### config.mk
export PLATFORM = sky130hd
export DESIGN_NAME = raster_timing
export DESIGN_NICKNAME = d
export VERILOG_FILES = /design/src/hw/raster_timing.sv
export SDC_FILE = /design/constraint.sdc
export NUM_CORES = 1
export LEC_CHECK = 0
export BUFFER_PORTS_ARGS = -buffer_cell sky130_fd_sc_hd__buf_2
export CAP_MARGIN = 40
export CORE_MARGIN = 2
export CORE_UTILIZATION = 45
export DETAILED_ROUTE_END_ITERATION = 10
export PLACE_DENSITY_LB_ADDON = 0.08
export SLEW_MARGIN = 0
export SYNTH_ARGS = -nofsm -noshare
export SYNTH_HDL_FRONTEND = slang
export SYNTH_SLANG_ARGS = --single-unit
### constraint.sdc
create_clock -name pixclk -period 1.9 [get_ports pixclk]
set_input_delay 0 -clock pixclk [delete_from_list [all_inputs] [get_ports pixclk]]
set_output_delay 0 -clock pixclk [all_outputs]
set_load 0.005 [all_outputs]
### src/hw/raster_timing.sv
`timescale 1ns/10ps

module raster_timing #(
	parameter int H_ACTIVE = 640,
	parameter int H_FRONT = 16,
	parameter int H_SYNC = 96,
	parameter int H_BACK = 48,
	parameter int V_ACTIVE = 480,
	parameter int V_FRONT = 10,
	parameter int V_SYNC = 2,
	parameter int V_BACK = 33
) (
	input logic pixclk,
	input logic resetcountdown,
	output logic [15:0] px,
	output logic [15:0] py,
	output logic hs_raw,
	output logic vs_raw,
	output logic active
);
	localparam logic [15:0] H_LAST = 16'(H_ACTIVE + H_FRONT + H_SYNC + H_BACK - 1);
	localparam logic [15:0] V_LAST = 16'(V_ACTIVE + V_FRONT + V_SYNC + V_BACK - 1);
	localparam int H_SYNC_START = H_ACTIVE + H_FRONT;
	localparam int V_SYNC_START = V_ACTIVE + V_FRONT;

	always_ff @(posedge pixclk) begin
		if (!resetcountdown) begin
			px <= '0;
			py <= '0;
		end else if (px == H_LAST) begin
			px <= '0;
			py <= (py == V_LAST) ? 16'd0 : py + 16'd1;	// next line, or back to the top.
		end else begin
			px <= px + 16'd1;
		end
	end

	// the flags are decoded from the registered position and line up with it.
	assign hs_raw = (px >= H_SYNC_START) && (px < H_SYNC_START + H_SYNC);
	assign vs_raw = (py >= V_SYNC_START) && (py < V_SYNC_START + V_SYNC);
	assign active = (px < H_ACTIVE) && (py < V_ACTIVE);

endmodule

## After elaboration in Yosys (flattened, before gate mapping)

Index checks and enable logic that the tools add are counted.

- Logic and storage cells: 18
- Bits in writable memories: 0
- Bits in read-only memories: 0
- Latch bits: 0
- Output and inout port bits: 35
- Bits in registers: 32
- Memories: 0
- Input port bits: 2

- $mul: 0
- Multiplexer cells: 1
- Add/subtract/negate cells: 2
- Reductions and logical operators: 4
- Divide/modulo/power cells: 0
- Bitwise operators: 1
- Order comparisons: 6
- Shift operators: 0
- Equal/unequal tests: 2

Operator list:

| cell | number |
|---|---|
| 16-bit by 1-bit adder with 16-bit output (second input constant) | 2 |
| 16-bit by 10-bit equality test with 1-bit output (second input constant) | 2 |
| 16-bit by 10-bit < comparator with 1-bit output (second input constant) | 2 |
| 16-bit by 9-bit < comparator with 1-bit output (second input constant) | 2 |
| 16-bit by 10-bit >= comparator with 1-bit output (second input constant) | 1 |
| 16-bit by 9-bit >= comparator with 1-bit output (second input constant) | 1 |
| 16-bit two-way mux | 1 |
| 1-bit logical AND | 3 |
| 2-bit OR reduction | 1 |
| 1-bit NOT | 1 |

## Depth between registers and ports, before layout

Gate-level depths: netlist of run 1.

- Depth after elaboration: 2
- Mapped depth: 7
- Gate-level depth less buffers: 6

## Least setup slack after synthesis of run 1

No wires, ideal clock.

- Kind: reg2reg
- Start point: register py[0]
- End point: register py[13]
- Path slack: 146 ps
- Cell stages (with the launch flop): 8
- Data arrival time: 1667 ps
- Setup time: 87 ps
- Path buffers: 1
- Period minus slack after synthesis: 1754 ps
- Data required time: 1813 ps
- Cells stage by stage: dfxtp_1 > inv_1 > ha_1 > and4b_1 > a41o_1 > or2_2 > buf_2 > o31ai_1

- Cells in the longest elaborated chain, start to end: 2
- Elaborated cells between the ends (all ways): 3
- Classes of those cells: 1 x add/sub; 1 x eq/ne; 1 x mux

RTL lines:

| what | line | text |
|---|---|---|
| from (decl) | 16 | `output logic [15:0] py,` |
| from (signal assigned) | 32 | `py <= (py == V_LAST) ? 16'd0 : py + 16'd1;` |
| 16-bit by 1-bit adder with 16-bit output or 16-bit by 10-bit equality test with 1-bit output (tied branches) | 32 |  |
| 16-bit two-way mux * | 32 |  |

Every way passes the cells marked *; elsewhere a longest branch is shown, timed or not.
A chain may end at the register's enable or synchronous reset.

## Worst setup path after layout of run 1

- Start point: register py[10]
- End point: register py[9]

- Cells in the longest elaborated chain, start to end: 2

RTL lines:

| what | line |
|---|---|
| 16-bit by 10-bit equality test with 1-bit output | 32 |
| 16-bit two-way mux | 32 |

No other way between the ends.

==> results.yml, run 1 <==
timing:
  slew_violations: 0
  final.setup.worst_slack_ns: 0.114
  hold_viol_final: 0
  rsz0062_at_grt: "no"
  timing.final.crit_period_ns: 1.79
  tightestPinTransition_ns: 0.478
  slew_headroom: 0.678
  timing.fmax_mhz: 560
  setup-violations-final: 0
  fin_tns_setup_ns: 0
  clock_skew_ns: 0.00205
  period_share: 0.940
cells_and_area:
  final_cell_mix: "36 x buf_2, 29 x dfxtp_1, 20 x buf_4, 16 x nor2_1"
  drive_gt1_frac: 0.293
  nets: 265
  antenna_cells: 0
  fill_cells: 355
  syn2layout_area_growth_pct: 27.1
  final_common_cell: "buf_2"
floorplanning:
  die-area_sq_um: 4280
  die_h_um: 65.4
  ios: 37
  dieWidth_um: 65.4
  start_util: 0.467
  core_sq_um: 3630
  rows: 22
synth:
  ys_types: 38
  syn_nets: 210
  postSynthAreaPerCell_sq_um: 8.36
  ys_seq_elements: 32
  synthCells: 203
  yosys-top-cells-area: "dfxtp_1 38%, o21ai_0 3.8%, ha_1 3.7%"
  ys.warnings.count: 0
  synth_top_area_cell: "dfxtp_1"
  seq_area_frac_synth: 0.378
  syn_area_sq_um: 1700
  synth_top_area_share: 0.378
drt:
  num_vias: 1804
  wl_per_cell_um: 14.6
  dr.pass1.iters: 4
  dr.first_iter.drc_count: 117
  antenna_left: 0
  viasPerCell: 5.88
  remaining_drc_errors: 0
  wl_um: 4470
global_routing:
  grt-ovfl-total: 0
  grt_pass1_vias: 1571
  antenna_found_initial: 0
  grt_max_degree: 12
  track_usage: 0.229
  grt_pass1_wl_um: 7430
place:
  routabilityCongestion: 0.860
  hpwl_um: 3360
  dpl_worst_slack_ns: 0.101
  portBuffers: 36
critical_path:
  r2r_setup_slack_ns: 0.11
  r2r_end: "py[9]"
  r2r-start: "py[10]"
  arrival_ns: 1.97
  start_kind: "flip-flop"
  worst_ep_required_time_ns: 2.08
  crit_type: "flip-flop to flip-flop"
  path_max_fanout: 7
  r2r_cells: 5
  cp-end-kind: "flip-flop"
status:
  status: "finished, final reports clean"
clock_network:
  clock_latency_ns: 0.28
  cts_sinks: 32
  numCtsBuffers: 5
  htreeDepth: 2
  path_clk_slew_ns: 0.07
  cts_buffer_depth: 2
  cts_hold_buf: 0
  post-cts-setup-buffer-count: 0
  root_buffer: "clkbuf_8"
  cts_tree: "done"
  cts_resized: 0
hold_path:
  min-delay-start: "resetcountdown"
  min_path_cells: 2
  hold_path_end: "px[1]"
  hp-class: "input pin to flip-flop"
power_and_ir_drop:
  powerDensity_nw_per_um2: 631
  ir_drop_mv: 0.426
  leakagePower_nw: 0.916
  power.total_w: 0.00136
job:
  cap_viol_max_count: 0
## logic make-up (layout without fill, tap and decap cells)
| kind of cell | count (synthesis) | in the layout | share of synthesized area |
|---|---|---|---|
| AND/OR/NAND/NOR | 93 | 93 | 0.311 |
| AO/OA/AOI/OAI | 44 | 44 | 0.178 |
| flip-flops | 32 | 32 | 0.378 |
| buffers and inverters | 19 | 75 | 0.0450 |
| XOR/XNOR | 10 | 10 | 0.0516 |
| adder cells (fa/ha/maj) | 5 | 5 | 0.0369 |
## cell usage after synthesis, drive strengths merged
master	n
dfxtp	32
nor2	16
nand2	13
o21ai	13
inv	11
nand3	11
nor3	11
nand4	9
and4	7
nor4	7
xnor2	7
a22o	6
and3	6
o211ai	6
o31ai	6
ha	5
a21oi	4
buf	4
clkbuf	4
or3	4
nor2b	3
xor2	3
a41o	2
o22ai	2
a21o	1
a31o	1
and4b	1
nand2b	1
nor4b	1
nor4bb	1
o21bai	1
o2bb2ai	1
o41ai	1
or2	1
or4	1
## routing by layer
layer,GRT usage,share of wire
met5,0,0
met3,0.0651,0.064
met2,0.342,0.48
met1,0.313,0.45
met4,0.0885,0.0065
## how the worst max path moves through the flow
| stage | start | end | slack, ns |
|---|---|---|---|
| floorplan | py[0] | py[13] | 0.15 |
| global placement | px[4] | px[15] | 0.15 |
| detailed placement | px[6] | px[15] | 0.10 |
| CTS | px[8] | py[2] | 0.08 |
| global route | py[10] | py[3] | 0.004 |
| finish | py[10] | py[9] | 0.11 |
## final cells by class
class | instances | area [sq um] | share of cell area
clock buffer | 6 | 82.6 | 0.0383
clock inverter | 2 | 10.0 | 0.00464
inverter | 11 | 41.3 | 0.0191
multi-input combinational | 152 | 988 | 0.458
sequential | 32 | 644 | 0.299
tap | 48 | 60.1 | 0.0278
timing repair buffer | 56 | 330 | 0.153
## through the flow
| stage | instances | instance area (sq um) | hold WS [ns] | util |
|---|---|---|---|---|
| after CTS | 307 | 2140 | 0.0607 | 0.590 |
| after detailed placement | 299 | 2050 | 0.368 | 0.565 |
| after floorplan | 203 | 1700 | 0.292 | - |
| final | 307 | 2160 | 0.0693 | 0.594 |
| after global placement | 299 | 2050 | 0.362 | 0.565 |
| after global routing | 307 | 2160 | 0.0728 | 0.594 |
## flip-flops by register name (all words and copies together) (netlist names)
signal,count
py,16
px,16
## worst max-delay path, stage by stage, from the launching register on
cell and delay, ns:
dfxtp_1 0.35, nor4_1 0.48, a41o_1 0.37, buf_4 0.17, o21ai_0 0.09, a22o_1 0.23
## power by group
part | switching (W) | internal (W) | leakage (nW)
clock network | 0.000263 | 0.000289 | 0.0510
logic | 0.0000589 | 0.0000525 | 0.605
registers | 0.0000143 | 0.000684 | 0.260
Note: power is estimated with default switching activity, not from simulation.
==> run 2: changes to the inputs <==
- CELL_PAD_IN_SITES_DETAIL_PLACEMENT: unset -> 0
- CELL_PAD_IN_SITES_GLOBAL_PLACEMENT: unset -> 1
- CORE_UTILIZATION: 45 -> 39
==> results.yml, run 2 (same netlist as run 1, synthesis figures left out) <==
status:
  status: "finished, final reports clean"
drt:
  dr.pass1.iters: 4
  antenna_left: 0
  viasPerCell: 5.65
  remaining_drc_errors: 0
  num_vias: 1758
  dr.first_iter.drc_count: 76
  wl_per_cell_um: 14.5
  wl_um: 4510
place:
  portBuffers: 36
  postPlaceCellArea_sq_um: 2070
  hpwl_um: 3390
  routabilityCongestion: 0.855
  dpl_worst_slack_ns: 0.0954
  dp.cells: 303
global_routing:
  antenna_found_initial: 0
  grt_max_degree: 15
  track_usage: 0.190
  grt_pass1_wl_um: 7530
  grt-ovfl-total: 0
  grt_pass1_vias: 1565
timing:
  slew_headroom: 0.687
  timing.final.crit_period_ns: 1.78
  final.setup.worst_slack_ns: 0.119
  setup-violations-final: 0
  fin_tns_setup_ns: 0
  period_share: 0.938
  hold_viol_final: 0
  slew_violations: 0
  clock_skew_ns: 0.00451
  timing.fmax_mhz: 561
  tightestPinTransition_ns: 0.465
job:
  cap_viol_max_count: 0
cells_and_area:
  nets: 267
  drive_gt1_frac: 0.295
  multiInputGateArea_sq_um: 982
  antenna_cells: 0
  syn2layout_area_growth_pct: 28.7
  fill_cells: 402
  final_common_cell: "buf_2"
  final_cell_mix: "36 x buf_2, 29 x dfxtp_1, 22 x buf_4, 15 x nor2_1"
  stdcell_area_sq_um: 2180
  seqCellArea_sq_um: 644
  largestRegisters: "px: 16 flops, py: 16 flops"
  finalNonFillerCells: 311
floorplanning:
  die-area_sq_um: 4890
  start_util: 0.415
  dieWidth_um: 70.0
  die_h_um: 70.0
  rows: 23
  core_sq_um: 4090
  ios: 37
critical_path:
  r2r-start: "py[10]"
  r2r_end: "py[12]"
  arrival_ns: 1.96
  r2r_cells: 5
  crit_type: "flip-flop to flip-flop"
  critPathLaunch: "py[10]"
  endpoint: "py[12]"
  path_max_fanout: 6
  start_kind: "flip-flop"
  cp-end-kind: "flip-flop"
  worst_ep_required_time_ns: 2.08
  r2r_setup_slack_ns: 0.12
power_and_ir_drop:
  leakagePower_nw: 0.929
  ir_drop_mv: 0.282
  power.total_w: 0.00146
  powerDensity_nw_per_um2: 671
clock_network:
  cts_sinks: 32
  numCtsBuffers: 5
  htreeDepth: 2
  clock_latency_ns: 0.29
  cts_hold_buf: 0
  cts_buffer_depth: 2
  cts_tree: "done"
  root_buffer: "clkbuf_8"
  path_clk_slew_ns: 0.07
hold_path:
  hp-class: "input pin to flip-flop"
==> run 2: cell types whose count changed in the layout (fill, tap and decap cells not counted), sizes merged <==
cell / delta
buf: +2
clkinv: -1
bufinv: +1
==> run 2: worst min-delay path by stage <==
stage	startpoint	end	slack (ns)	depth (start not counted)
finish	resetcountdown	px[1]	0.07	2
global route	resetcountdown	px[1]	0.08	2
CTS	resetcountdown	px[1]	0.06	2
detailed placement	resetcountdown	py[1]	0.37	3
global placement	resetcountdown	px[1]	0.37	2
floorplan	py[9]	py[9]	0.29	0
==> run 2: worst max-delay path: stages, from the launching register on <==
cell and delay (ns):
dfxtp_1 0.35, nor4_1 0.47, a41o_1 0.35, buf_4 0.18, o21ai_0 0.10, a22o_1 0.24
==> run 2: cell type report <==
class / instances / share of cell area
multi-input combinational: 152 / 0.450
sequential: 32 / 0.295
timing repair buffer: 58 / 0.158
clock buffer: 6 / 0.0332
tap: 50 / 0.0287
inverter: 11 / 0.0189
clock inverter: 2 / 0.0160
==> run 2: layer usage <==
layer | track usage | vias to the layer above | wire, um
met5 | 0 | - | 0
met4 | 0.0705 | 0 | 63
met3 | 0.0563 | 5 | 255
met2 | 0.275 | 47 | 2000
met1 | 0.265 | 831 | 2180
li1 | - | 875 | -
==> run 2: report_power, final <==
| group | leakage [nW] | total (W) | switching [W] | internal [W] |
|---|---|---|---|---|
| logic | 0.614 | 0.000123 | 0.0000656 | 0.0000573 |
| registers | 0.260 | 0.000694 | 0.0000103 | 0.000684 |
| clock network | 0.0552 | 0.000648 | 0.000259 | 0.000389 |
| total | 0.929 | 0.00146 | 0.000335 | 0.00113 |
==> run 2: what timing repair did <==
action                                  CTS  global route
resized for setup                         0             4
buffers inserted                          0             0
endpoints found under the setup margin    0             6
==> run 2: through the flow <==
stage / utilization / hold WS (ns)
after global routing: 0.534 / 0.0849
after detailed placement: 0.506 / 0.370
after global placement: 0.506 / 0.369
after floorplan: - / 0.292
final: 0.534 / 0.0687
after CTS: 0.533 / 0.0620
