`config.mk`:
```
export PLATFORM = sky130hd
export DESIGN_NAME = terminal_writer_flat
export DESIGN_NICKNAME = d
export VERILOG_FILES = /design/src/hw/console_pkg.sv /design/src/hw/video_state_if.sv /design/src/hw/terminal_writer.sv /design/src/flat_wrapper.sv
export SDC_FILE = /design/constraint.sdc
export NUM_CORES = 1
export LEC_CHECK = 0
export BUFFER_PORTS_ARGS = -buffer_cell sky130_fd_sc_hd__buf_2
export CORE_UTILIZATION = 45
export DETAILED_ROUTE_END_ITERATION = 10
export GPL_TIMING_DRIVEN = 1
export MAX_ROUTING_LAYER = met4
export PLACE_DENSITY = 0.74
export SYNTH_ARGS = -nofsm -noshare
export SYNTH_HDL_FRONTEND = slang
export SYNTH_SLANG_ARGS = --single-unit
```
`constraint.sdc`:
```
create_clock -name pixclk -period 8.1 [get_ports pixclk]
set_input_delay 1.62 -clock pixclk [delete_from_list [all_inputs] [get_ports pixclk]]
set_output_delay 1.62 -clock pixclk [all_outputs]
set_load 0.02 [all_outputs]
```
`src/hw/console_pkg.sv`:
```
package console_pkg;

	// ==================================================
	// character codes
	// ==================================================

	typedef logic [7:0] char_t;

	localparam char_t CH_BS = 8'h08;	// backspace, steps the cursor left.
	localparam char_t CH_LF = 8'h0A;	// line feed, also returns the carriage.
	localparam char_t CH_FF = 8'h0C;	// form feed, clears and homes.
	localparam char_t CH_CR = 8'h0D;
	localparam char_t CH_SPACE = 8'h20;	// fill code and first printable code.

	// ==================================================
	// APB register map
	// ==================================================

	localparam logic [3:0] ADDR_TXDATA = 4'h0;	// write only, one character per access.
	localparam logic [3:0] ADDR_STATUS = 4'h4;	// read only.

	localparam int STATUS_BUSY_BIT = 0;
	localparam int STATUS_COL_LSB = 8;	// cursor column, 8 bits wide.
	localparam int STATUS_ROW_LSB = 16;	// cursor row, 8 bits wide.

	// screen row to cell index, the rows form a ring offset by the scroll row.
	function automatic int unsigned cell_index(
		input int unsigned row,
		input int unsigned col,
		input int unsigned scroll,
		input int unsigned rows,
		input int unsigned cols
	);
		int unsigned phys;
		phys = row + scroll;
		if (phys >= rows)
			phys = phys - rows;	// both terms are below rows, one wrap is enough.
		return phys * cols + col;
	endfunction

endpackage

```
`src/hw/video_state_if.sv`:
```
`timescale 1ns/10ps

interface video_state_if
	import console_pkg::*;
#(
	parameter int COLS = 80,
	parameter int ROWS = 30
) ();
	logic wr;
	logic [$clog2(COLS*ROWS)-1:0] waddr;
	char_t wdata;
	logic [7:0] scroll_row;	// physical row that shows as screen row 0.
	logic [7:0] cursor_col;
	logic [7:0] cursor_row;

	modport writer (
		output wr, waddr, wdata,
		output scroll_row, cursor_col, cursor_row
	);

	modport display (
		input wr, waddr, wdata,
		input scroll_row, cursor_col, cursor_row
	);

endinterface

```
`src/hw/terminal_writer.sv`:
```
`timescale 1ns/10ps

module terminal_writer
	import console_pkg::*;
#(
	parameter int COLS = 80,
	parameter int ROWS = 30
) (
	input logic pixclk,
	input logic resetcountdown,
	input logic tx_valid,
	input char_t tx_char,
	output logic tx_ready,
	video_state_if.writer vid
);
	localparam int CELLS = COLS * ROWS;
	localparam int AW = $clog2(CELLS);
	localparam logic [7:0] LAST_COL = 8'(COLS - 1);
	localparam logic [7:0] LAST_ROW = 8'(ROWS - 1);
	localparam logic [AW-1:0] LAST_CELL = AW'(CELLS - 1);

	typedef enum logic [1:0] {
		ST_IDLE,
		ST_NEWLINE,
		ST_CLEAR
	} state_t;

	state_t state;
	logic [7:0] cur_col;
	logic [7:0] cur_row;
	logic [7:0] scroll;
	logic [AW-1:0] clr_addr;
	logic [AW-1:0] clr_last;
	logic take;
	logic printable;
	logic line_step;
	logic [AW-1:0] cell_addr;
	logic [AW-1:0] top_base;

	assign tx_ready = (state == ST_IDLE);
	assign take = tx_valid && tx_ready;
	assign printable = (tx_char >= CH_SPACE) && (tx_char < 8'h7F);
	assign line_step = (take && tx_char == CH_LF) || (state == ST_NEWLINE);	// LF or wrap.
	assign cell_addr = AW'(cell_index(cur_row, cur_col, scroll, ROWS, COLS));
	assign top_base = AW'(scroll * COLS);	// the old top row becomes the new bottom row.

	assign vid.scroll_row = scroll;
	assign vid.cursor_col = cur_col;
	assign vid.cursor_row = cur_row;

	// one cell write per cycle, either a clear or the accepted character.
	always_comb begin
		vid.wr = 1'b0;
		vid.waddr = cell_addr;
		vid.wdata = tx_char;
		if (state == ST_CLEAR) begin
			vid.wr = 1'b1;
			vid.waddr = clr_addr;
			vid.wdata = CH_SPACE;
		end else if (take && printable) begin
			vid.wr = 1'b1;
		end
	end

	// ==================================================
	// cursor, scroll and clear control
	// ==================================================

	always_ff @(posedge pixclk) begin
		if (!resetcountdown) begin
			state <= ST_CLEAR;	// blank the whole memory first.
			cur_col <= '0;
			cur_row <= '0;
			scroll <= '0;
			clr_addr <= '0;
			clr_last <= LAST_CELL;
		end else begin
			case (state)
				ST_IDLE: begin
					if (take && printable) begin
						if (cur_col == LAST_COL) begin
							cur_col <= '0;
							state <= ST_NEWLINE;
						end else begin
							cur_col <= cur_col + 8'd1;
						end
					end else if (take) begin
						case (tx_char)
							CH_CR, CH_LF: cur_col <= '0;
							CH_BS: begin
								if (cur_col != 8'd0)
									cur_col <= cur_col - 8'd1;
							end
							CH_FF: begin
								clr_addr <= '0;
								clr_last <= LAST_CELL;
								cur_col <= '0;
								cur_row <= '0;
								scroll <= '0;
								state <= ST_CLEAR;
							end
							default: ;	// other control codes are dropped.
						endcase
					end
				end
				ST_CLEAR: begin
					clr_addr <= clr_addr + 1'b1;
					if (clr_addr == clr_last)
						state <= ST_IDLE;
				end
				default: ;
			endcase

			if (line_step) begin
				if (cur_row != LAST_ROW) begin
					cur_row <= cur_row + 8'd1;
					state <= ST_IDLE;
				end else begin
					scroll <= (scroll == LAST_ROW) ? 8'd0 : scroll + 8'd1;
					clr_addr <= top_base;
					clr_last <= top_base + AW'(COLS - 1);
					state <= ST_CLEAR;	// blank the row that just came in at the bottom.
				end
			end
		end
	end

endmodule

```
`src/flat_wrapper.sv`:
```
// flat-port wrapper written by rule: the top's interface ports become plain ports
module terminal_writer_flat import console_pkg::*;
#(
	parameter int COLS = 80,
	parameter int ROWS = 30
)
  (pixclk, resetcountdown, tx_valid, tx_char, tx_ready, vid_wr, vid_waddr, vid_wdata, vid_scroll_row, vid_cursor_col, vid_cursor_row);
  video_state_if #(.COLS(COLS), .ROWS(ROWS)) vid_i ();
  input logic pixclk;
  input logic resetcountdown;
  input logic tx_valid;
  input char_t tx_char;
  output logic tx_ready;
  output wire logic [$bits(vid_i.wr)-1:0] vid_wr;
  output wire logic [$bits(vid_i.waddr)-1:0] vid_waddr;
  output wire logic [$bits(vid_i.wdata)-1:0] vid_wdata;
  output wire logic [$bits(vid_i.scroll_row)-1:0] vid_scroll_row;
  output wire logic [$bits(vid_i.cursor_col)-1:0] vid_cursor_col;
  output wire logic [$bits(vid_i.cursor_row)-1:0] vid_cursor_row;
  assign vid_wr = vid_i.wr;
  assign vid_waddr = vid_i.waddr;
  assign vid_wdata = vid_i.wdata;
  assign vid_scroll_row = vid_i.scroll_row;
  assign vid_cursor_col = vid_i.cursor_col;
  assign vid_cursor_row = vid_i.cursor_row;
  terminal_writer #(.COLS(COLS), .ROWS(ROWS)) u_core (.pixclk(pixclk), .resetcountdown(resetcountdown), .tx_valid(tx_valid), .tx_char(tx_char), .tx_ready(tx_ready), .vid(vid_i));
endmodule
```
* After elaboration in Yosys (flattened, before gate mapping)
Cells that the tools add are included.
Word-level totals: bits in registers 50, input port bits 11, output and inout bits 46, logic and storage cells 91
Operators by class: $add $sub $neg 9, multipliers 2, magnitude comparators 3, eq/ne operators 15, mux-type cells 43, reductions and logical operators 13
Operator list (count):
- two-way mux 12 bit | 12
- two-way mux 8 bit | 18
- equality test 8 x 4 -> 1 bit (second input constant) | 4
- greater-or-equal comparator 32 x 5 -> 1 bit (second input constant) | 1
- multiplier 32 x 3 -> 8 bit (second input constant) | 1
- two-way mux 32 bit | 1
- subtractor 32 x 5 -> 32 bit (second input constant) | 1
- adder 8 x 1 -> 8 bit (second input constant) | 3
- case mux 12 bit (2 select lines) | 1
- case mux 8 bit (2 select lines) | 1
- two-way mux 2 bit | 7
- adder 12 x 1 -> 12 bit (second input constant) | 1
- adder 12 x 7 -> 12 bit (second input constant) | 1
- adder 12 x 8 -> 12 bit | 1
- equality test 12 bit | 1
- != test 4 bit (second input constant) | 3
- adder 8 x 8 -> 9 bit | 1
- equality test 8 x 5 -> 1 bit (second input constant) | 1
- equality test 8 x 7 -> 1 bit (second input constant) | 1
- greater-or-equal comparator 8 x 6 -> 1 bit (second input constant) | 1
- less-than comparator 8 x 7 -> 1 bit (second input constant) | 1
- multiplier 8 x 3 -> 8 bit (second input constant) | 1
- != test 8 x 5 -> 1 bit (second input constant) | 1
- nonzero test 8 bit | 1
- 15 further kinds | 20

* Logic depth before layout (Yosys ltp)
depth after elaboration 7, gate-level depth with buffers 17, depth with buffers taken out 17

* Worst setup path after synthesis
No wires, ideal clock.
path type reg2out, start reg u_core.scroll[0] (netlist: u_core.vid.scroll_row[0]), end out vid_waddr[11], arrival time 4.878 ns, path slack 1.602 ns, cell stages (with the launch flop) 17, cells stage by stage dfxtp_1 -> ha_1 -> fa_1 -> and3_1 -> o211a_1 -> a211oi_1 -> o211ai_1 -> nor2_1 -> mux2_1 -> ha_1 -> fa_1 -> xor2_1 -> nand2_1 -> nor4b_1 -> xnor3_1 -> a21o_1 -> a31oi_1
On the way: word-level cells in the longest chain between the ends 6
Ends and longest elaborated chain:
- start, declared | line terminal_writer.sv:31 | logic [7:0] scroll;
- start signal, assigned | line terminal_writer.sv:119 | scroll <= (scroll == LAST_ROW) ? 8'd0 : scroll + 8'd1;
- adder 8 x 8 -> 9 bit (*) | line console_pkg.sv:35 | phys = row + scroll;
- subtractor 32 x 5 -> 32 bit / greater-or-equal comparator 32 x 5 -> 1 bit (equally long branches) | line console_pkg.sv:37, console_pkg.sv:36
- two-way mux 32 bit (*) | line console_pkg.sv:36 | if (phys >= rows)
- multiplier 32 x 3 -> 8 bit (*) | line console_pkg.sv:38 | return phys * cols + col;
- adder 12 x 8 -> 12 bit (*) | line console_pkg.sv:38
- two-way mux 12 bit (*) | line terminal_writer.sv:56 | if (state == ST_CLEAR) begin
- end, declared | line flat_wrapper.sv:15 | output wire logic [$bits(vid_i.waddr)-1:0] vid_waddr;
Every way passes the cells marked *; elsewhere a longest branch is shown, timed or not.

* Final worst setup path
Same ends and word-level chain as after synthesis.

==> results.cfg <==
[run_status]
outcome = complete, no violations

[timing]
fin_hold_ws_ns = 0.466
finalSetupViolCount = 0
slew_headroom_pct = 25.3
fin_skew_ns = 0.0102
drv_slew = 0
hold_violations = 0
fin_crit_sh_pct = 89.9
period_minus_slack_ns = 7.29
fin_ws_ns = 0.814
setup_tns_ns = 0
fmax_mhz = 137
worst_slew_pin_slew_ns = 1.12
rsz0062_at_grt = no

[yosys]
ys.flop_type = dfxtp_1
synth.area.mux_share_pct = 1.71
synth.largest_area_cell = dfxtp_1
synthCells = 568
syn_nets = 623
synth_top_area_share_pct = 22.5
synth_cell_type_count = 74
synth_top_family_by_area = simple AND/OR/NAND/NOR gates
synth_edf_count = 0
synth_adder_area_share_pct = 13.0
ys_seq_area_share_pct = 22.5
async_flop_share_pct = 0
synth-compound-area-share_pct = 24.1
synth_xor_area_share_pct = 7.58
synth_area_leaders = dfxtp_1, ha_1, nor2_1
syn-cell-area_um2 = 4450
syn_avg_cell_area_um2 = 7.84
synth_simple_gate_area_share_pct = 27.4
yosysWarnings = 0
ys_ff_latch = 50

[pwr]
internal-power_uw = 316
seqPwrFrac_pct = 58.8
leakage_nw = 2.21
switchingPower_uw = 108
power_frac_comb_pct = 5.6
clkPwrFrac_pct = 35.6
power.density_nw_per_um2 = 86.8
p_total_uw = 424
irDropWorstVdd_mv = 0.0592
p_sw_share_pct = 25.5

[route]
viasPerCell = 6.07
routed_wl_mm = 11.9
first_iter_violations = 449
ant_nets = 0
vias = 4478
drc_errors = 0
wire_per_inst_um = 16.2
drt_first_pass_iters = 5

[floorplanning]
std_cell_rows = 35
start_util_pct = 47.3
fp.dieH_um = 101
pin_count = 57
die_area_um2 = 10300
design.core.area_um2 = 9420
die_w_um = 101

[global_routing]
antenna_found_initial = 0
grt_max_degree = 34
grtUsageTotal_pct = 24.5
grt_pass1_vias = 3973
grt_pass1_wl_mm = 19.4
overflow = 0

[final_layout]
final_core_util_pct = 51.9
area_growth_pct = 9.63
fin_cells = 738
final_nets = 663
fillers = 893
diodes = 0
final_area_um2 = 4880
drive_above_1_share_pct = 13.5

[clock_tree]
postCtsSetupRepairBufs = 0
cts-root-buf = clkbuf_8
h-tree-depth = 2
clkLatencyLatePin_ns = 0.32
cts_resized = 0
clk_pin_slew_ns = 0.09
numCtsBuffers = 5
clock_sinks = 50
cts_hold_buffers = 0
cts_tree = yes
clockBufferDepth = 2

[setup_path]
regToRegSetupSlack_ns = 5.46
worst_setup_path_end_kind = output pin
arrival_ns = 5.67
cp.required_ns = 6.48
crit_fanout = 10
cp-start-kind = flop
critical_path_class = reg2out

[placed_design]
gp_congestion = 0.900
postPlaceCellArea_um2 = 4800
place_inst = 730
numPortBuffers = 56
dp_slack_ns = 1.25
place_hpwl_mm = 9.02

[flow_run]
drv_cap = 0

[hold_path]
min_path_type = reg2reg
-- cell families (layout without fill, tap and decap cells) --
group                      after synthesis  in the layout
xor gates and xnor gates                37             37
adders and majority gates               44             44
DFF                                     50             50
muxes                                    7              7
buffers and inverters                   40             81
and+or+nand+nor                        228            228
AOI/OAI and AO/OA                      162            162
-- state kept, by name (all words and copies together) (netlist names) --
register / cells
u_core.vid.cursor_row: 8
u_core.state: 2
u_core.clr_last: 12
u_core.vid.cursor_col: 8
u_core.vid.scroll_row: 8
u_core.clr_addr: 12
-- power by group through the flow --
stage | combinational, mW | sequential [mW] | clock (mW)
detailed placement | 0.0234 | 0.255 | 0
finish | 0.0237 | 0.249 | 0.151
CTS | 0.0234 | 0.249 | 0.153
global route | 0.0264 | 0.250 | 0.161
global placement | 0.0230 | 0.255 | 0
floorplan | 0.0145 | 0.254 | 0
-- routing by layer --
metal / vias up / part of all wire [%] / track usage [%]
met2: 167 / 47 / 39.0
met3: 18 / 5.7 / 2.90
met4: 0 / 1.2 / 7.58
met5: - / 0 / -
li1: 2165 / - / -
met1: 2128 / 46 / 32.4
-- path summary, 6_finish.rpt --
path,start,endpoint,depth (start not counted)
worst max-delay path,u_core.vid.scroll_row[0],vid_waddr[11],17
worst min-delay path,u_core.clr_last[1],u_core.clr_last[1],1
worst max register to register,u_core.state[1],u_core.vid.cursor_col[2],6
worst min register to register,u_core.clr_last[1],u_core.clr_last[1],1
-- critical path, cell delays in order, from the launching register on --
cell      delay (ns)
dfxtp_1         0.44
ha_1            0.28
fa_1            0.40
and3_1          0.20
o211a_1         0.23
a211oi_1        0.41
o211ai_1        0.24
nor2_1          0.22
mux2_1          0.38
ha_1            0.35
fa_1            0.47
xor2_1          0.24
nand2_1         0.11
nor4b_1         0.42
xnor3_1         0.43
a21o_1          0.17
a31oi_1         0.15
buf_2           0.19
-- area by class of cell --
cell class / count / area [um2] / area share [%]
Multi-Input combinational cell: 478 / 3290 / 67.3
Sequential cell: 50 / 1000 / 20.5
Timing Repair Buffer: 57 / 288 / 5.89
Tap cell: 129 / 161 / 3.31
Clock buffer: 6 / 72.6 / 1.49
Inverter: 16 / 60.1 / 1.23
Clock inverter: 2 / 13.8 / 0.282
-- cells in the final DEF, fill, tap and decap left out, drive strengths merged, types with 6 or more instances in the layout --
cell,netlist,layout
clkbuf,17,6
nor4,10,10
or2,6,6
nor3,15,15
nor2,56,56
nor3b,7,7
xor2,23,23
nand2,50,50
nand4,8,8
a31oi,8,8
a21oi,39,39
and3,17,17
o21ai,46,46
and2,11,11
dfxtp,50,50
xnor2,13,13
inv,16,16
buf,7,57
a211oi,9,9
nand3,21,21
o21bai,6,6
ha,40,40
a21o,13,13
-- synthesized netlist by cell type, types with 6 or more instances --
cell / count
nor2_1: 55
dfxtp_1: 50
nand2_1: 50
ha_1: 40
a21oi_1: 39
o21ai_0: 33
xor2_1: 23
nand3_1: 20
and3_1: 17
clkbuf_1: 17
inv_1: 16
nor3_1: 15
a21o_1: 13
o21ai_1: 13
xnor2_1: 13
and2_1: 11
a211oi_1: 8
a31oi_1: 8
nand4_1: 8
nor3b_1: 6
nor4_1: 6
or2_1: 6
Note: power is estimated with default switching activity, not from simulation.
