<file path="config.mk">
export PLATFORM = sky130hd
export DESIGN_NAME = apb_console_regs
export DESIGN_NICKNAME = d
export VERILOG_FILES = /design/src/hw/console_pkg.sv /design/src/hw/apb_console_regs.sv
export SDC_FILE = /design/constraint.sdc
export NUM_CORES = 1
export LEC_CHECK = 0
export ABC_CLOCK_PERIOD_IN_PS = 3500
export BUFFER_PORTS_ARGS = -buffer_cell sky130_fd_sc_hd__buf_2
export CORE_MARGIN = 1
export CORE_UTILIZATION = 32
export DETAILED_ROUTE_END_ITERATION = 8
export HOLD_SLACK_MARGIN = 0.12
export PLACE_DENSITY = 0.85
export SLEW_MARGIN = 20
export SYNTH_ARGS = -nofsm -noshare
export SYNTH_HDL_FRONTEND = slang
export SYNTH_SLANG_ARGS = --single-unit
export TNS_END_PERCENT = 30
</file>
<file path="constraint.sdc">
create_clock -name pixclk -period 3.5 [get_ports pixclk]
set_input_delay 0.525 -clock pixclk [delete_from_list [all_inputs] [get_ports pixclk]]
set_output_delay 0.525 -clock pixclk [all_outputs]
set_load 0.02 [all_outputs]
</file>
<file path="src/hw/console_pkg.sv">
package console_pkg;

	// ==================================================
	// character codes
	// ==================================================

	typedef logic [7:0] char_t;

	localparam char_t CH_BS = 8'h08;	// backspace, steps the cursor left.
	localparam char_t CH_LF = 8'h0A;	// line feed, also returns the carriage.
	localparam char_t CH_FF = 8'h0C;	// form feed, clears and homes.
	localparam char_t CH_CR = 8'h0D;
	localparam char_t CH_SPACE = 8'h20;	// fill code and first printable code.

	// ==================================================
	// APB register map
	// ==================================================

	localparam logic [3:0] ADDR_TXDATA = 4'h0;	// write only, one character per access.
	localparam logic [3:0] ADDR_STATUS = 4'h4;	// read only.

	localparam int STATUS_BUSY_BIT = 0;
	localparam int STATUS_COL_LSB = 8;	// cursor column, 8 bits wide.
	localparam int STATUS_ROW_LSB = 16;	// cursor row, 8 bits wide.

	// screen row to cell index, the rows form a ring offset by the scroll row.
	function automatic int unsigned cell_index(
		input int unsigned row,
		input int unsigned col,
		input int unsigned scroll,
		input int unsigned rows,
		input int unsigned cols
	);
		int unsigned phys;
		phys = row + scroll;
		if (phys >= rows)
			phys = phys - rows;	// both terms are below rows, one wrap is enough.
		return phys * cols + col;
	endfunction

endpackage

</file>
<file path="src/hw/apb_console_regs.sv">
`timescale 1ns/10ps

module apb_console_regs
	import console_pkg::*;
(
	input logic pixclk,
	input logic resetcountdown,
	input logic psel,
	input logic penable,
	input logic pwrite,
	input logic [3:0] paddr,
	input logic [31:0] pwdata,
	output logic [31:0] prdata,
	output logic pready,
	output logic pslverr,
	output logic tx_valid,
	output char_t tx_char,
	input logic tx_ready,
	input logic [7:0] cursor_col,
	input logic [7:0] cursor_row
);
	logic setup;
	logic access;
	logic tx_setup;
	logic [31:0] status;

	assign setup = psel && !penable;
	assign access = psel && penable;
	assign tx_setup = setup && pwrite && (paddr == ADDR_TXDATA);

	always_comb begin
		status = '0;
		status[STATUS_BUSY_BIT] = ~tx_ready;
		status[STATUS_COL_LSB +: 8] = cursor_col;
		status[STATUS_ROW_LSB +: 8] = cursor_row;
	end

	// the request is raised in the setup phase so the writer can take it in the first access cycle.
	always_ff @(posedge pixclk) begin
		if (!resetcountdown) begin
			tx_valid <= 1'b0;
		end else if (tx_setup) begin
			tx_valid <= 1'b1;
		end else if (tx_valid && tx_ready) begin
			tx_valid <= 1'b0;	// handed over, the access phase ends this cycle.
		end
	end

	always_ff @(posedge pixclk) begin
		if (tx_setup)
			tx_char <= pwdata[7:0];
	end

	// ==================================================
	// access phase response
	// ==================================================

	always_comb begin
		pready = 1'b0;
		pslverr = 1'b0;
		prdata = '0;
		if (access) begin
			case (paddr)
				ADDR_TXDATA: begin
					pready = pwrite ? (tx_valid && tx_ready) : 1'b1;	// stall until taken.
				end
				ADDR_STATUS: begin
					pready = 1'b1;
					if (!pwrite)
						prdata = status;
				end
				default: begin
					pready = 1'b1;
					pslverr = 1'b1;	// unmapped offset.
				end
			endcase
		end
	end

endmodule

</file>
# ---- Word level (Yosys, flattened, before mapping)
# Cells that the tools add are included.
dict set report totals {
  regBits 9
  in_bits 58
}
dict set report op_classes {
  n_eq_ne 1
  n_mux 10
  n_bitwise 1
  reduce_logical 9
}
# op n
set ops {}
lappend ops {{$mux W24} 3}
lappend ops {{$mux W1} 7}
lappend ops {{$logic_and A1 B1 Y1} 5}
lappend ops {{$eq A4 B3 Y1 const B} 1}
lappend ops {{$logic_not A4 Y1} 1}
lappend ops {{$reduce_bool A2 Y1} 1}
lappend ops {{$reduce_or A2 Y1} 1}
lappend ops {{$logic_not A1 Y1} 1}
lappend ops {{$not A1 Y1} 1}

# ---- Longest topological paths before layout
# Gate-level depths: netlist of run 1.
dict set report logic_depth {
  word_depth 5
  depth_mapped 4
}

# ---- Worst setup path after synthesis of run 1
# OpenSTA, ideal clock, no wires.
dict set report synth_path {
  path_type {input-to-output}
  from {in pwrite}
  to {out prdata[13]}
  arrival_ps 1553
  t_required_ps 2975
  setup_slack_ps 1422
  cell_stages 3
  n_path_buf 1
  path_cell_list {nand4b_1 -> buf_2 -> nor3_1}
}
dict set report synth_via {
  elab_chain_len 3
}
# element line_no
set synth_rtl {}
lappend synth_rtl {{from (decl)} apb_console_regs.sv:10} ;# input logic pwrite,
lappend synth_rtl {{$mux W24} apb_console_regs.sv:69} ;# if (!pwrite)
lappend synth_rtl {{$mux W24} apb_console_regs.sv:63} ;# case (paddr)
lappend synth_rtl {{$mux W24} apb_console_regs.sv:62} ;# if (access) begin
lappend synth_rtl {{to (decl)} apb_console_regs.sv:13} ;# output logic [31:0] prdata,
# Every way passes these cells.

# ---- Final worst setup path of run 1
dict set report layout_path {
  from {in paddr[3]}
  to {out pready}
}
dict set report layout_via {
  elab_chain_len 3
}
# element line_no
set layout_rtl {}
lappend layout_rtl {{from (decl)} apb_console_regs.sv:11} ;# input logic [3:0] paddr,
lappend layout_rtl {{$logic_not A4 Y1} apb_console_regs.sv:63}
lappend layout_rtl {{$mux W1} apb_console_regs.sv:63}
lappend layout_rtl {{$mux W1} apb_console_regs.sv:62}
lappend layout_rtl {{to (decl)} apb_console_regs.sv:14} ;# output logic pready,
# Every way passes these cells.

==> results of run 1 <==
-- final cells by class --
cell class                      instances  area [µm²]  area share (%)
Multi-Input combinational cell         43         282            28.9
Timing Repair Buffer                   62         313            32.1
Sequential cell                         9         260            26.7
Inverter                               16        60.1            6.16
Tap cell                               27        33.8            3.47
Clock buffer                            4        26.3            2.70
-- flip-flops by register name, indices dropped and copies added, names as in the netlist --
register,flops
tx_char,8
tx_valid,1
-- cell families after synthesis --
| group | share of synthesized area [%] |
|---|---|
| compound gates | 2.33 |
| buf+inv | 29.9 |
| flops | 37.3 |
| other cells | 0.537 |
| simple gates | 29.9 |
-- path summary, 6_finish.rpt --
kind / startpoint / end / depth (start not counted)
min: pwdata[4] / tx_char[4] / 1
min reg2reg: tx_valid / tx_valid / 2
max reg2reg: tx_valid / tx_valid / 2
max: paddr[3] / pready / 4
-- per-layer routing --
metal | vias up | global-route usage, %
met5 | - | 0
met1 | 268 | 12.8
met4 | 0 | 7.35
li1 | 328 | -
met3 | 4 | 3.14
met2 | 43 | 21.1
-- metrics by stage --
step / hold slack, ns / area, µm² / setup WS, ns / power, mW
2_1_floorplan: 0.558 / 751 / 1.42 / 0.167
3_3_place_gp: 0.476 / 948 / 1.25 / 0.173
3_5_place_dp: 0.487 / 948 / 1.25 / 0.174
4_1_cts: 0.443 / 975 / 1.25 / 0.248
5_1_grt: 0.437 / 975 / 1.20 / 0.259
6_report: 0.452 / 975 / 1.25 / 0.245
-- power by group --
part | switching [mW] | internal [mW] | total, mW
sequential | 0.000139 | 0.118 | 0.118
combinational | 0.0345 | 0.0199 | 0.0544
clock | 0.0290 | 0.0435 | 0.0725
-- Yosys cell counts (all sizes together) --
cell type	count	area (µm²)
and2	1	6.26
and3	1	7.51
buf	18	149
conb	1	3.75
dfxtp	1	20.0
edfxtp	8	240
inv	16	60.1
nand2b	1	6.26
nand3b	1	7.51
nand4b	1	8.76
nor2	1	3.75
nor3	17	136
o21ai	1	5.00
o311a	1	11.3
or3	1	11.3
or4b	1	10.0
or4bb	1	11.3
-- worst max-delay path, stage by stage --
cell	delay (ns)
buf_2	0.10
or3_4	0.51
o311a_2	0.42
buf_2	0.16
==> impl_metrics.json, run 1 <==
{
  "cp_max_fo": 20,
  "synth_area_um2": 698,
  "hp-class": "in2reg",
  "fin_skew_ns": 0,
  "status": "finished clean",
  "n_fill_cell": 190,
  "topRoutingLayerUsed": "met4",
  "syn_area_per_cell_um2": 9.70,
  "area_growth_pct": 39.6,
  "stdcell_count": 161,
  "grt_pass1_wl_um": 2180,
  "detail-route-antenna-nets": 0,
  "utilization_pct": 48.7,
  "wl_met1_um": 531,
  "setup_viol": 0,
  "drcViolationCount": 0,
  "crit_type": "in2out",
  "dpl.hpwl_um": 1150,
  "reg2reg_setup_slack_ns": 2.94,
  "crit_arrival_ns": 1.72,
  "finalHoldViolCount": 0,
  "synth_cell_types": 22,
  "drt_iter0_markers": 6,
  "synth_seq_cells": 9,
  "grt_pass1_vias": 536,
  "dr.pass1.iters": 4,
  "min_period_over_period_pct": 64.2,
  "clock_path_buffers": 2,
  "final.min_clock_period_ns": 2.25,
  "ys_seq_area_share_pct": 37.3,
  "vias_per_cell": 3.99,
  "grt-ovfl-total": 0,
  "start_util_pct": 34.9,
  "drv_slew": 0,
  "htree_levels": 1,
  "ir_drop_mv": 0.135,
  "dpl.cell_count": 157,
  "cts_buffers": 3,
  "syn_inst": 72,
  "cts_setup_buffers": 0,
  "die_h_um": 48.7,
  "leakage_nw": 0.546,
  "clockRootBuffer": "clkbuf_4",
  "yosys_warnings": 0,
  "final_layout_size_suffix_gt1_share_pct": 58.2,
  "gp_congestion": 0.699,
  "cts_resized": 0,
  "most-common-layout-cells": "buf_2 (61), inv_1 (16), conb_1 (15)",
  "fp-row-count": 16,
  "rsz0062_at_grt": "false",
  "clkSlewWorstSetupHoldPaths_ns": 0.05,
  "core_area_um2": 2000,
  "vias": 643,
  "cellPowerDensity_nw_per_um2": 251,
  "start_kind": "input port",
  "die_w_um": 48.7,
  "clock_sinks": 9,
  "grt_usage_pct": 12.0,
  "dr_wl_met2_um": 650,
  "die_area_um2": 2370,
  "timing.fmax_ghz": 0.445,
  "ios": 101,
  "cts_tree": "done",
  "final.setup.tns_ns": 0,
  "insertion_delay_ns": 0.25,
  "antenna_found_initial": 0,
  "slew_headroom_pct": 64.1,
  "wirelength_um": 1360,
  "antennaDiodeCount": 0,
  "endpoint_kind": "output port",
  "numPortBuffers": 61,
  "max-cap-violations": 0,
  "crit_required_ns": 2.97,
  "cts_hold_buffers": 0,
  "tightest_slew_ns": 0.536,
  "grt_start_max_net_pins": 21,
  "route.met3.wl_um": 150,
  "final_common_cell": "buf_2",
  "wl_per_cell_um": 8.45,
  "layout.nets": 193
}
Power figures use the tool's default switching activity.
==> inputs of run 2 (changes only) <==
--- a/config.mk
+++ b/config.mk
@@ -5,13 +5,13 @@
 export SDC_FILE = /design/constraint.sdc
 export NUM_CORES = 1
 export LEC_CHECK = 0
-export ABC_CLOCK_PERIOD_IN_PS = 3500
+export ABC_CLOCK_PERIOD_IN_PS = 1900
 export BUFFER_PORTS_ARGS = -buffer_cell sky130_fd_sc_hd__buf_2
 export CORE_MARGIN = 1
-export CORE_UTILIZATION = 32
+export CORE_UTILIZATION = 27
 export DETAILED_ROUTE_END_ITERATION = 8
 export HOLD_SLACK_MARGIN = 0.12
-export PLACE_DENSITY = 0.85
+export PLACE_DENSITY = 0.77
 export SLEW_MARGIN = 20
 export SYNTH_ARGS = -nofsm -noshare
 export SYNTH_HDL_FRONTEND = slang
==> constraint.sdc (replaced) <==
create_clock -name pixclk -period 1.9 [get_ports pixclk]
set_input_delay 0.285 -clock pixclk [delete_from_list [all_inputs] [get_ports pixclk]]
set_output_delay 0.285 -clock pixclk [all_outputs]
set_load 0.02 [all_outputs]
==> run 2 against run 1 <==
Register-to-register slack got worse by 1.6 ns. Power increased by 86%. Sequential share of layout area decreased by 0.50 points.
==> impl_metrics.json, run 2 (same netlist as run 1, synthesis figures left out) <==
{
  "worstSetupStartpoint": "paddr[3]",
  "vias_per_cell": 3.94,
  "cpPeakStageDelay_ns": 0.46,
  "r2r-end": "tx_valid",
  "seq_power_share_pct": 47.7,
  "top_register": "tx_char",
  "min_path_cells": 1,
  "setup_viol": 0,
  "p_clk_share_pct": 30.1,
  "detail-route-antenna-nets": 0,
  "area_growth_pct": 42.3,
  "timing.fmax_ghz": 0.589,
  "start_util_pct": 28.4,
  "numPortBuffers": 61,
  "start_kind": "input port",
  "fp-row-count": 18,
  "largestRegisters": "tx_char: 8 flops, tx_valid: 1 flops",
  "cp_max_fo": 12,
  "cts_resized": 0,
  "final_layout_size_suffix_gt1_share_pct": 58.8,
  "drcViolationCount": 0,
  "leakage_nw": 0.555,
  "most-common-layout-cells": "buf_2 (61), inv_1 (16), conb_1 (15)",
  "clockRootBuffer": "clkbuf_4",
  "rr_worst_depth": 2,
  "clock_sinks": 9,
  "insertion_delay_ns": 0.25,
  "layout.nets": 195,
  "die_h_um": 52.9,
  "grt_pass1_wl_um": 1960,
  "ir_drop_mv": 0.239,
  "antennaDiodeCount": 0,
  "internal_power_mw": 0.335,
  "pre_cts_ws_ns": 0.194,
  "grt_start_max_net_pins": 18,
  "rsz0062_at_grt": "false",
  "p_sw_mw": 0.120,
  "max-cap-violations": 0,
  "grt-ovfl-total": 0,
  "fin_skew_ns": 0,
  "endpoint_kind": "output port",
  "dpl.hpwl_um": 1220,
  "cts_buffers": 3,
  "crit_type": "in2out",
  "final.min_clock_period_ns": 1.70,
  "dr.pass1.iters": 3,
  "cts_tree": "done",
  "core_area_um2": 2450,
  "ios": 101,
  "clock_path_buffers": 2,
  "reg2reg_setup_slack_ns": 1.35,
  "worst_slack_ns": 0.201,
  "wl_per_cell_um": 8.95,
  "cp_common_cell": "buf_2",
  "drv_slew": 0,
  "min_from": "pwdata[7]",
  "clkSlewWorstSetupHoldPaths_ns": 0.05,
  "cellPowerDensity_nw_per_um2": 458,
  "crit_required_ns": 1.62,
  "vias": 654,
  "finalHoldViolCount": 0,
  "gp_congestion": 0.703,
  "htree_levels": 1,
  "hp-class": "in2reg",
  "grt_usage_pct": 9.68,
  "cts_setup_buffers": 0,
  "final_area_um2": 993,
  "cts_hold_buffers": 0,
  "die_w_um": 52.9,
  "netSwitchingFraction_pct": 26.5,
  "slowest_stage": "or3_4",
  "drt_iter0_markers": 4,
  "cp_cell_sequence": "buf_2, or3_4, buf_4, nor3_2, buf_2",
  "grt_pass1_vias": 493,
  "final_common_cell": "buf_2",
  "final.setup.tns_ns": 0,
  "wirelength_um": 1490,
  "die_area_um2": 2790,
  "dpl-instance-area_um2": 967,
  "combPwrFrac_pct": 22.2,
  "antenna_found_initial": 0,
  "min_period_over_period_pct": 89.4,
  "cp-endpoint": "prdata[22]",
  "status": "finished clean",
  "r2r_start": "tx_valid",
  "crit_arrival_ns": 1.41,
  "largest_reg_flops": 8
}
==> run 2: changes by cell type in the layout (fill, tap and decap cells not counted) <==
cell / delta
buf_4: +2
==> run 2: cell type report <==
| cell class | count | area, µm² |
|---|---|---|
| fill | 269 | 1460 |
| timing repair buffer | 64 | 328 |
| multi-input combinational | 43 | 282 |
| sequential | 9 | 260 |
| inverter | 16 | 60.1 |
| tap | 30 | 37.5 |
| clock buffer | 4 | 26.3 |
==> run 2: critical path: cells and delay by family <==
| family | cells | cell delay (ns) |
|---|---|---|
| buf+inv | 3 | 0.50 |
| simple gates | 2 | 0.62 |
==> run 2: power groups by stage <==
| stage | registers, mW | clock network (mW) | logic, mW |
|---|---|---|---|
| floorplan | 0.223 | 0 | 0.0845 |
| finish | 0.217 | 0.137 | 0.101 |
| global placement | 0.221 | 0 | 0.100 |
| detailed placement | 0.221 | 0 | 0.101 |
| CTS | 0.217 | 0.146 | 0.102 |
| global route | 0.217 | 0.152 | 0.111 |
==> run 2: how the worst min path moves through the flow <==
stage / to / slack [ns]
global route: tx_char[4] / 0.19
detailed placement: tx_char[5] / 0.46
global placement: tx_char[5] / 0.46
finish: tx_char[7] / 0.21
CTS: tx_char[1] / 0.20
floorplan: tx_char[0] / 0.38
==> run 2: per-stage QoR <==
stage / hold WS (ns) / utilization (%) / total power [mW] / cells
after floorplan: 0.384 / - / 0.307 / 86
after CTS: 0.195 / 40.5 / 0.464 / 166
after detailed placement: 0.464 / 39.4 / 0.322 / 162
after global placement: 0.462 / 39.4 / 0.321 / 162
final: 0.207 / 40.5 / 0.455 / 166
after global routing: 0.191 / 40.5 / 0.480 / 166
==> run 2: routing by layer <==
metal	GRT usage [%]	share of wire [%]
met1	11.2	40
met2	16.2	49
met3	2.30	11
met4	5.26	0
met5	0	0
==> inputs of run 3 (changes only) <==
--- a/config.mk
+++ b/config.mk
@@ -12,6 +12,7 @@
 export DETAILED_ROUTE_END_ITERATION = 8
 export HOLD_SLACK_MARGIN = 0.12
 export PLACE_DENSITY = 0.77
+export RECOVER_POWER = 25
 export SLEW_MARGIN = 20
 export SYNTH_ARGS = -nofsm -noshare
 export SYNTH_HDL_FRONTEND = slang
==> run 3 against run 2 <==
Sequential cell count is the same. Core utilization is 0.10 points lower. Critical path depth unchanged. Global-route usage unchanged. Maximum frequency stayed put. Non-clock buffer count did not move. Via count fell by 0.15%. Critical path type unchanged. Highest routed layer unchanged.
==> impl_metrics.json, run 3 (same netlist as run 1, synthesis figures left out) <==
{
  "clkSlewWorstSetupHoldPaths_ns": 0.05,
  "die_area_um2": 2790,
  "dpl.hpwl_um": 1220,
  "timing.fmax_ghz": 0.589,
  "area_growth_pct": 41.9,
  "grt_pass1_wl_um": 1960,
  "final_layout_size_suffix_gt1_share_pct": 57.4,
  "crit_type": "in2out",
  "start_kind": "input port",
  "antennaDiodeCount": 0,
  "crit_arrival_ns": 1.41,
  "die_h_um": 52.9,
  "hp-class": "in2reg",
  "wirelength_um": 1490,
  "top_register": "tx_char",
  "drv_slew": 0,
  "drt_iter0_markers": 4,
  "n_fill_cell": 266,
  "htree_levels": 1,
  "rsz0062_at_grt": "false",
  "cp_max_fo": 12,
  "detail-route-antenna-nets": 0,
  "wl_per_cell_um": 8.98,
  "cts_hold_buffers": 0,
  "cp_num_buf_inv": 3,
  "cts_setup_buffers": 0,
  "finalHoldViolCount": 0,
  "fp-row-count": 18,
  "cellPowerDensity_nw_per_um2": 459,
  "final_common_cell": "buf_2",
  "endpoint_kind": "output port",
  "cpPeakStageDelay_ns": 0.46,
  "final.setup.tns_ns": 0,
  "crit_family": "simple AND/OR/NAND/NOR gates",
  "layout.nets": 195,
  "leakage_nw": 0.550,
  "numPortBuffers": 61,
  "fin_skew_ns": 0,
  "grt_start_max_net_pins": 18,
  "grt_usage_pct": 9.68,
  "clock_path_buffers": 2,
  "p_total_mw": 0.455,
  "grt_pass1_vias": 493,
  "multi_input_area_um2": 282,
  "setup_viol": 0,
  "start_util_pct": 28.4,
  "grt-ovfl-total": 0,
  "insertion_delay_ns": 0.25,
  "cts_resized": 0,
  "cp_common_cell": "buf_2",
  "slowest_stage": "or3_4",
  "most-common-layout-cells": "buf_2 (59), inv_1 (16), conb_1 (15)",
  "clockRootBuffer": "clkbuf_4",
  "max-cap-violations": 0,
  "core_area_um2": 2450,
  "ff_latch_area_um2": 260,
  "drcViolationCount": 0,
  "cts_tree": "done",
  "dr.pass1.iters": 3,
  "min_period_over_period_pct": 89.4,
  "largest_reg_flops": 8,
  "gp_congestion": 0.703,
  "cts_buffers": 3,
  "antenna_found_initial": 0,
  "ir_drop_mv": 0.239,
  "ios": 101,
  "status": "finished clean",
  "vias_per_cell": 3.93,
  "clock_sinks": 9,
  "vias": 653,
  "final.min_clock_period_ns": 1.70,
  "die_w_um": 52.9,
  "largestRegisters": "tx_char: 8 flops, tx_valid: 1 flops",
  "crit_required_ns": 1.62,
  "reg2reg_setup_slack_ns": 1.33,
  "cp_cell_sequence": "buf_2, or3_4, buf_4, nor3_2, buf_2"
}
[run 3: cell type report]
cell class | instances | area share (%)
timing repair buffer | 64 | 32.8
multi-input combinational | 43 | 28.4
sequential | 9 | 26.3
inverter | 16 | 6.06
tap | 30 | 3.79
clock buffer | 4 | 2.65
[run 3: final timing paths]
| check | startpoint | cells after the start | endpoint |
|---|---|---|---|
| worst max-delay path | paddr[3] | 5 | prdata[22] |
| worst min-delay path | pwdata[7] | 1 | tx_char[7] |
| worst max register to register | tx_valid | 2 | tx_valid |
| worst min register to register | tx_valid | 2 | tx_valid |
[run 3: worst reg2reg max path, delay by kind of cell, from the launching register on]
family             cells  cell delay [ns]
DFF                    1             0.31
AOI/OAI and AO/OA      1             0.07
and+or+nand+nor        1             0.07
[run 3: through the flow]
step	util, %	hold slack [ns]	area (µm²)	worst slack [ns]	instances
after detailed placement	39.4	0.464	967	0.194	162
after CTS	40.5	0.195	993	0.187	166
after global placement	39.4	0.462	967	0.186	162
after global routing	40.4	0.191	991	0.141	166
final	40.4	0.207	991	0.201	166
after floorplan	-	0.384	751	0.201	86
[run 3: routing by layer]
layer	part of all wire, %	routed length (µm)	track usage (%)	up-vias
li1	-	-	-	333
met1	40	590	11.2	280
met2	49	731	16.2	40
met3	11	168	2.30	0
met4	0	0	5.26	0
met5	0	0	0	-
[run 3: power breakdown]
group | leakage, nW | internal (mW) | switching [mW]
clock | 0.0150 | 0.0803 | 0.0567
sequential | 0.0800 | 0.217 | 0.000263
combinational | 0.455 | 0.0376 | 0.0634
total | 0.550 | 0.334 | 0.120
